--- src/source/isaPkg.sv ---
/* ISA-level types for the 16-bit core: word, register number and opcode widths,
   the jump opcode constants, the branch prefix, the link register and the PC step */
package isaPkg;

   // A data word and an instruction address share the same width
   typedef logic [15:0] word_t;

   // Eight architectural registers need a 3-bit number
   typedef logic [2:0] regAddr_t;

   // The major opcode sits in the top five bits of every instruction
   typedef logic [4:0] opcode_t;

   // Number of architectural registers held by the register file
   localparam int NumRegs = 8;

   // Unconditional jumps share the 001 prefix and differ in the low two bits
   // Bit 0 selects a register target, bit 1 selects the linking form
   localparam opcode_t OpJ = 5'b00100;
   localparam opcode_t OpJr = 5'b00101;
   localparam opcode_t OpJal = 5'b00110;
   localparam opcode_t OpJalr = 5'b00111;

   // Conditional branches are recognized by the top three opcode bits alone
   // The next two bits then carry the condition code
   localparam logic [2:0] BranchPrefix = 3'b011;

   // Jump-and-link always deposits its return address here
   localparam regAddr_t LinkReg = 3'd7;

   // Every instruction is one word long, so the next PC is two bytes on
   localparam word_t InstrBytes = 16'd2;

endpackage

--- src/source/stagePkg.sv ---
/* Packed structs passed between the pipeline stages and the decode block:
   writeback request, decoded instruction class and the decode outputs */
package stagePkg;

   import isaPkg::*;

   // Write request coming back from the writeback stage
   // Its data is final and goes straight into the register file
   typedef struct packed {
      logic valid;
      regAddr_t addr;
      word_t data;
   } wbWrite_t;

   // Fields and flags pulled out of the instruction in decode
   typedef struct packed {
      logic isBranch;
      logic isJump;
      logic isLink;
      // Only branches use this condition code
      logic [1:0] cond;
      regAddr_t rs;
      regAddr_t rt;
   } instrClass_t;

   // What decode hands to the rest of the pipeline
   typedef struct packed {
      word_t rsData;
      word_t rtData;
      // High when fetch must take the branch or jump target
      logic pcSel;
   } decodeOut_t;

endpackage

--- src/source/branchResolve.sv ---
/* Branch condition evaluation on the Rs value and the PC-select strobe */
`default_nettype none
module branchResolve
   import isaPkg::*, stagePkg::*;
(
   input instrClass_t fields,
   input word_t rsData,
   input logic instrValid,
   output logic pcSel
);

   logic zeroFlag;
   logic signFlag;
   logic branchTaken;

   // Conditions only look at Rs, compared against zero
   assign zeroFlag = (rsData == '0);
   assign signFlag = rsData[$bits(word_t)-1];

   always_comb begin
      case (fields.cond)
         // BEQZ branches when Rs is zero
         2'b00: branchTaken = zeroFlag;
         // BNEZ branches when Rs is anything else
         2'b01: branchTaken = !zeroFlag;
         // BLTZ branches on a negative Rs
         2'b10: branchTaken = signFlag;
         // BGEZ branches when Rs is zero or positive
         default: branchTaken = !signFlag;
      endcase
   end

   // Jumps always redirect, branches only when their condition holds
   // A bubble in decode must never move the PC
   assign pcSel = instrValid && (fields.isJump || (fields.isBranch && branchTaken));

endmodule
`default_nettype wire

--- src/source/decodeStage.sv ---
/* Top of the decode stage: field split, register file, branch resolution,
   link write-through and link tracking toward writeback */
`default_nettype none
module decodeStage
   import isaPkg::*, stagePkg::*;
#(
   parameter int WbDistance = 3
) (
   input logic clk,
   input logic reset,
   input word_t instr,
   input word_t pcNow,
   input logic instrValid,
   input wbWrite_t wbIn,
   output decodeOut_t decodeOut
);

   instrClass_t fields;
   word_t rsData;
   word_t rtData;
   logic pcSel;

   // Link handling
   word_t linkData;
   logic linkWrite;
   logic wbIsLink;
   wbWrite_t wbGated;

   // Split the instruction into register numbers, condition and class
   instrFields i_instrFields (
      .instr(instr),
      .fields(fields)
   );

   // Return address of a jump-and-link is the instruction after it
   assign linkData = pcNow + InstrBytes;

   // A link writes its return address while still in decode
   // Bubbles must not touch the register file
   assign linkWrite = instrValid && fields.isLink;

   // The link instruction reaches writeback later with the same r7 write
   // That copy is dropped; every other writeback passes unchanged
   always_comb begin
      wbGated = wbIn;
      wbGated.valid = wbIn.valid && !wbIsLink;
   end

   registerFile i_registerFile (
      .clk(clk),
      .reset(reset),
      .rsAddr(fields.rs),
      .rtAddr(fields.rt),
      .wbWrite(wbGated),
      .linkWrite(linkWrite),
      .linkData(linkData),
      .rsData(rsData),
      .rtData(rtData)
   );

   // Branch conditions use the bypassed Rs value of this same cycle
   branchResolve i_branchResolve (
      .fields(fields),
      .rsData(rsData),
      .instrValid(instrValid),
      .pcSel(pcSel)
   );

   // Marks which later stage carries a link, so its writeback can be dropped
   linkTracker #(
      .WbDistance(WbDistance)
   ) i_linkTracker (
      .clk(clk),
      .reset(reset),
      .linkIssued(linkWrite),
      .wbIsLink(wbIsLink)
   );

   // All outputs are combinational in the decode cycle
   always_comb begin
      decodeOut.rsData = rsData;
      decodeOut.rtData = rtData;
      decodeOut.pcSel = pcSel;
   end

endmodule
`default_nettype wire

--- src/source/instrFields.sv ---
/* Field extraction and classification of the instruction in decode */
`default_nettype none
module instrFields
   import isaPkg::*, stagePkg::*;
(
   input word_t instr,
   output instrClass_t fields
);

   opcode_t opcode;

   // The major opcode always occupies the top five bits
   assign opcode = instr[15:11];

   // Register numbers sit at fixed positions for every format
   // Instructions without one of the operands simply read a register they ignore
   assign fields.rs = instr[10:8];
   assign fields.rt = instr[7:5];

   // For branches the two low opcode bits double as the condition code
   assign fields.cond = instr[12:11];

   // Branches are identified by their three-bit prefix
   assign fields.isBranch = (instr[15:13] == BranchPrefix);

   always_comb begin
      // All four jump forms redirect the PC without a condition
      case (opcode)
         OpJ,
         OpJr,
         OpJal,
         OpJalr: fields.isJump = 1'b1;
         default: fields.isJump = 1'b0;
      endcase
   end

   always_comb begin
      // Only the linking forms write the return address
      case (opcode)
         OpJal,
         OpJalr: fields.isLink = 1'b1;
         default: fields.isLink = 1'b0;
      endcase
   end

endmodule
`default_nettype wire

--- src/source/linkTracker.sv ---
/* Shift chain that follows link instructions from decode down to writeback */
`default_nettype none
module linkTracker #(
   parameter int WbDistance = 3
) (
   input logic clk,
   input logic reset,
   input logic linkIssued,
   output logic wbIsLink
);

   // One bit per later stage; bit 0 is the stage right after decode
   logic [WbDistance-1:0] inFlight;

   // The chain advances every cycle since the pipeline never stalls
   // A new link enters at bit 0 and moves up one stage per cycle
   always_ff @(posedge clk) begin
      if (reset) begin
         inFlight <= '0;
      end else begin
         inFlight <= (inFlight << 1) | WbDistance'(linkIssued);
      end
   end

   // The top bit belongs to the instruction now in writeback
   // When it is set, that instruction already wrote the link register from decode
   assign wbIsLink = inFlight[WbDistance-1];

endmodule
`default_nettype wire

--- src/source/registerFile.sv ---
/* Eight 16-bit registers with two bypassed read ports, a writeback write port
   and a dedicated link write port that always targets the link register */
`default_nettype none
module registerFile
   import isaPkg::*, stagePkg::*;
(
   input logic clk,
   input logic reset,
   input regAddr_t rsAddr,
   input regAddr_t rtAddr,
   input wbWrite_t wbWrite,
   input logic linkWrite,
   input word_t linkData,
   output word_t rsData,
   output word_t rtData
);

   word_t regs [NumRegs];

   // Both write ports update at the clock edge
   // The link write comes last so it wins when both target the link register
   always_ff @(posedge clk) begin
      if (reset) begin
         for (int i = 0; i < NumRegs; i++) begin
            regs[i] <= '0;
         end
      end else begin
         if (wbWrite.valid) begin
            regs[wbWrite.addr] <= wbWrite.data;
         end
         if (linkWrite) begin
            regs[LinkReg] <= linkData;
         end
      end
   end

   // Read with write-before-read bypass, checked in the same order as the writes
   function automatic word_t readPort(input regAddr_t addr);
      word_t value;
      value = regs[addr];
      if (wbWrite.valid && (wbWrite.addr == addr)) begin
         value = wbWrite.data;
      end
      // A link in decode overrides any older writeback to the same register
      if (linkWrite && (addr == LinkReg)) begin
         value = linkData;
      end
      return value;
   endfunction

   always_comb begin
      rsData = readPort(rsAddr);
      rtData = readPort(rtAddr);
   end

endmodule
`default_nettype wire

--- config.mk ---
export PLATFORM = sky130hd
export DESIGN_NAME = decodeStage
export DESIGN_NICKNAME = d
export VERILOG_FILES = /design/src/source/isaPkg.sv /design/src/source/stagePkg.sv /design/src/source/branchResolve.sv /design/src/source/decodeStage.sv /design/src/source/instrFields.sv /design/src/source/linkTracker.sv /design/src/source/registerFile.sv
export SDC_FILE = /design/constraint.sdc
export NUM_CORES = 1
export LEC_CHECK = 0
export BUFFER_PORTS_ARGS = -buffer_cell sky130_fd_sc_hd__buf_2
export CAP_MARGIN = 20
export CORE_AREA = 2 2 136 138
export DETAILED_ROUTE_END_ITERATION = 12
export DIE_AREA = 0 0 138 140
export PLACE_DENSITY = 0.71
export RECOVER_POWER = 100
export REMOVE_ABC_BUFFERS = 1
export SKIP_CTS_REPAIR_TIMING = 1
export SLEW_MARGIN = 10
export SYNTH_ARGS = -nofsm -noshare
export SYNTH_HDL_FRONTEND = slang
export SYNTH_SLANG_ARGS = --single-unit
export TNS_END_PERCENT = 30
--- constraint.sdc ---
create_clock -name clk -period 3.35 [get_ports clk]
set_clock_uncertainty 0.1 [all_clocks]
set_input_delay 0.1675 -clock clk [delete_from_list [all_inputs] [get_ports clk]]
set_output_delay 0.1675 -clock clk [all_outputs]
set_load 0.01 [all_outputs]
* Word level (Yosys, flattened, before mapping)
Memories as Yosys holds them, arrays and structs flattened.
Cells that the tools add are included.
** Operators by class
- Add/subtract/negate cells :: 1
- Equality and inequality tests :: 12
- Mux-type cells :: 19
- Bitwise gates (word level) :: 5
- Reduce and logical (&&, ||, !) cells :: 17
** Operator list (number)
- $mux W16 :: 6
- $eq A5 B3 Y1 const B :: 4
- $add A16 B2 Y16 const B :: 1
- $logic_not A16 Y1 :: 1
- $reduce_or A16 Y1 :: 1
- $mux W1 :: 11
- $eq A3 B3 Y1 const B :: 3
- $logic_and A1 B1 Y1 :: 8
- $eq A3 B3 Y1 :: 2
- $reduce_or A4 Y1 :: 1
- $eq A3 B2 Y1 const B :: 1
- $logic_not A1 Y1 :: 3
- $mux W3 :: 1
- $or A3 B1 Y3 :: 1
- $pmux W1 S3 :: 1
- $and A1 B1 Y1 :: 2
- $eq A2 B1 Y1 const B :: 1
- $eq A2 B2 Y1 const B :: 1
- $logic_not A2 Y1 :: 1
- $reduce_or A2 Y1 :: 1
- $logic_or A1 B1 Y1 :: 1
- $not A1 Y1 :: 1
- $or A1 B1 Y1 :: 1
** Storage, ports and cells
- Flip-flop bits (word level) :: 3
- Bits in writable memories :: 128
- Input bits :: 55
- Logic and storage cells :: 56
- Memories kept :: 1
** Memories
- i_registerFile.regs :: depth 8, width 16, read ports 2, clocked after Yosys merged registers in 0, write ports 8, RTL line registerFile.sv:18 : word_t regs [NumRegs];

* Logic depth before layout (Yosys ltp)
- Depth after elaboration :: 12
- Mapped depth :: 13
- Gate-level depth less buffers :: 9

* Modules after synthesis
From an unflattened synthesis, not the netlist that was laid out.
** Unflattened totals
- Cells, all modules :: 587
- Area, all modules :: 8152.8 um2
** By module, submodules not included
- registerFile :: instances 1, cells each 515, area each 7591.0 um2, seq. area each 3843.7 um2
- decodeStage :: instances 1, cells each 41, area each 300.3 um2, seq. area each 0.0 um2
- branchResolve :: instances 1, cells each 14, area each 92.6 um2, seq. area each 0.0 um2
- instrFields :: instances 1, cells each 11, area each 90.1 um2, seq. area each 0.0 um2
- linkTracker :: instances 1, cells each 6, area each 78.8 um2, seq. area each 60.1 um2

* Worst setup path after synthesis
No wires, ideal clock.
- Kind :: input -> output
- Start point :: in instr[8]
- End point :: out decodeOut[0] (netlist name)
- Arrival time :: 2.299 ns
- Data required time :: 3.082 ns
- Setup slack :: 0.783 ns
- Stages :: 12
- Buffers on the path :: 3
- Cells stage by stage :: buf_6 > buf_2 > mux2i_1 > o22ai_1 > or4b_1 > o211ai_2 > o21ai_1 > nor4_1 > nand4_1 > mux2i_1 > nor2_1 > buf_4
** RTL lines
- start, declared :: RTL line decodeStage.sv:11 : input word_t instr,
- end, declared :: RTL line decodeStage.sv:15 : output decodeOut_t decodeOut

==> flow_summary.ini <==
[run_status]
outcome = finished with violations
violations = max-capacitance violations, max-slew violations

[hold_path]
hold_path_end = i_registerFile.regs[7][10]
whs_path_depth = 3
hp-class = input port to flip-flop
min-delay-start = wbIn[10]

[setup_path]
cp_slowest_cell = or4_4
start_kind = flip-flop
r2r_slack_ns = 0.33
r2r-end = i_registerFile.regs[7][10]
worstSetupPathType = flip-flop to output pin
worstPathArrival_ns = 3.00
worstPathCellList = nand2b_1, or4_4, buf_6, o211ai_1, o21ai_0, nor4_2, buf_4, nand4_1, mux2i_1, nor2_1, buf_2
slowest_delay_ns = 0.45
worstSetupEndpointType = output pin
r2r_cells = 7
worstPathRequired_ns = 3.08
rr_startpoint = i_linkTracker.inFlight[2]
path_max_fanout = 22

[placed_design]
place_ws_ns = 0.256
gp_congestion = 0.854
portBuffers = 82
dpl_cell_area_mm2 = 0.00865
hpwl_um = 15300

[routing]
totalWireLength_um = 23500
detail_route.first_pass.iterations = 5
drc = 0
ant_nets = 0
drt_iter0_drc = 609
routed_via_density = 6.12
vias = 5742
wl_per_cell_um = 25.0

[clocking]
htreeDepth = 4
cts_tree = built
clockRootBuffer = clkbuf_16
cts.clk_slew.worst_paths_ns = 0.06
clk_latency_ns = 0.43
cts_sinks = 131
cts-buffers-inserted = 17
cts.path.max_buffers = 2

[final_layout]
design_area_mm2 = 0.00926
fin_nets = 753
synthToLayoutAreaGrowth_pct = 17.5
n_antenna_cell = 0
mostFrequentLayoutCell = edfxtp_1
final_cell_mix = 128 x edfxtp_1, 62 x mux4_2, 61 x buf_2
final_layout_size_suffix_gt1_share_pct = 25.9

[global_route]
grt_max_degree = 35
overflow = 0
grt_antenna_before_repair = 0
track_usage_pct = 24.5
grt_pass1_vias = 5727
grt_pass1_wl_um = 34800

[sta]
fin_crit_ns = 3.26
hold_ws_ns = 0.0318
worst_pin_slew_ns = 1.81
rsz0062_at_grt = false
finalSetupViolCount = 0
post-route-period-util_pct = 97.4
finalHoldViolations = 0
maxSlewHeadroom_pct = -20.8
slew_viol_final = 68
setup_ws_ns = 0.0854
fmax_ghz = 0.306

[floorplanning]
start_util_pct = 44.3
die_y_um = 140
fp.dieW_um = 138
num_rows = 49
core_area_mm2 = 0.0178
ioPinCount = 88
die_area_mm2 = 0.0193

[pwr]
power_switching_mw = 1.17
p_leak_nw = 3.29
seqPwrFrac_pct = 41.0
intPower_mw = 3.60
combPwrFrac_pct = 15.0
power_mw = 4.77
switching_share_pct = 24.5
clockPowerShare_pct = 44.0
power_density_mw_per_mm2 = 516
ir_drop_v = 0.000365

[logic_synthesis]
ys_seq_elements = 131
ys_warn_count = 0
synth_area_leaders = edfxtp_1 49%, mux4_2 18%, and2_1 8.9%
async_reset_ff_share_pct = 0
synth_top_area_share_pct = 48.8
ys_seq_area_share_pct = 49.5
synth-edff-count = 128
syn_inst = 610
avgSynthCellArea_um2 = 12.9
synth_flop_cell = edfxtp_1
synth_top_cell_by_area = edfxtp_1
synth.distinct_cells = 37
syn_area_mm2 = 0.00788

[flow_run]
max_cap_viol_count = 4
==> power by group through the flow <==
stage	logic, mW	clock network (mW)	registers, mW
finish	0.716	2.10	1.96
global route	0.765	2.16	1.97
CTS	0.726	2.11	1.95
detailed placement	0.724	0	1.99
global placement	0.712	0	1.97
floorplan	0.400	0	1.96
==> sequential cells by signal (all words and copies together), names as in the netlist <==
| signal | count |
|---|---|
| i_linkTracker.inFlight | 3 |
| i_registerFile.regs | 128 |
==> final cells by class <==
cell class	count	area [um^2]
tap	229	287
clock buffer	17	425
clock inverter	15	238
inverter	5	18.8
multi-input combinational	429	3770
fill	1536	8520
sequential	131	3900
timing repair buffer	113	617
==> synth_stat cells, types with 2 or more instances <==
cell type	n
o21ai_0	26
or2_2	7
mux2i_1	50
nand3b_1	2
and4_1	2
xnor2_1	10
edfxtp_1	128
nor3b_1	2
clkbuf_1	21
nor2_1	28
mux4_2	62
xor2_1	9
o211ai_2	3
buf_2	12
inv_1	5
nand2_1	42
o211ai_1	13
nor4_1	5
and2_1	112
nor3_1	7
nand4_1	3
dfxtp_1	3
nand2b_1	6
nand3_1	6
nor2b_1	2
or3_1	2
buf_1	6
o21ai_1	8
a21oi_1	16
buf_6	5
==> how the worst max path moves through the flow <==
stage,startpoint,to,cells past startpoint
final,i_linkTracker.inFlight[2],decodeOut[0],11
after global routing,i_linkTracker.inFlight[2],decodeOut[0],11
after CTS,i_linkTracker.inFlight[2],decodeOut[0],11
after detailed placement,instr[8],decodeOut[0],13
after global placement,instr[8],decodeOut[0],13
after floorplan,i_linkTracker.inFlight[2],decodeOut[1],4
==> worst max-delay path: cells and delay by family, from the launching register on <==
kind            cells  cell delay [ns]
flops               1             0.29
mux                 1             0.17
simple gates        5             1.29
compound gates      2             0.30
buf+inv             3             0.52
==> layer usage <==
| layer | vias to the layer above | share of wire, % | GRT usage (%) |
|---|---|---|---|
| li1 | 2481 | - | - |
| met1 | 2872 | 40 | 32.6 |
| met2 | 337 | 48 | 39.6 |
| met3 | 52 | 9.1 | 5.33 |
| met4 | 0 | 2.8 | 9.29 |
| met5 | - | 0 | 0 |
==> through the flow <==
stage | TNS, ns | utilization [%] | cells
4_1_cts | -0.0266 | 52.4 | 938
5_1_grt | 0 | 52.1 | 939
2_1_floorplan | -3.49 | - | 565
3_3_place_gp | 0 | 48.7 | 906
6_report | 0 | 52.1 | 939
3_5_place_dp | 0 | 48.7 | 906
==> kinds of logic (layout without fill, tap and decap cells) <==
| kind of cell | Yosys count | count (layout) | synth area share [%] |
|---|---|---|---|
| AO/OA/AOI/OAI | 68 | 68 | 5.07 |
| XOR/XNOR | 19 | 19 | 2.11 |
| adder cells (fa/ha/maj) | 1 | 1 | 0.159 |
| buffers and inverters | 50 | 150 | 3.10 |
| flip-flops | 131 | 131 | 49.5 |
| multiplexers | 112 | 112 | 24.1 |
| AND/OR/NAND/NOR | 229 | 229 | 15.9 |
Note: power is estimated with default switching activity, not from simulation.
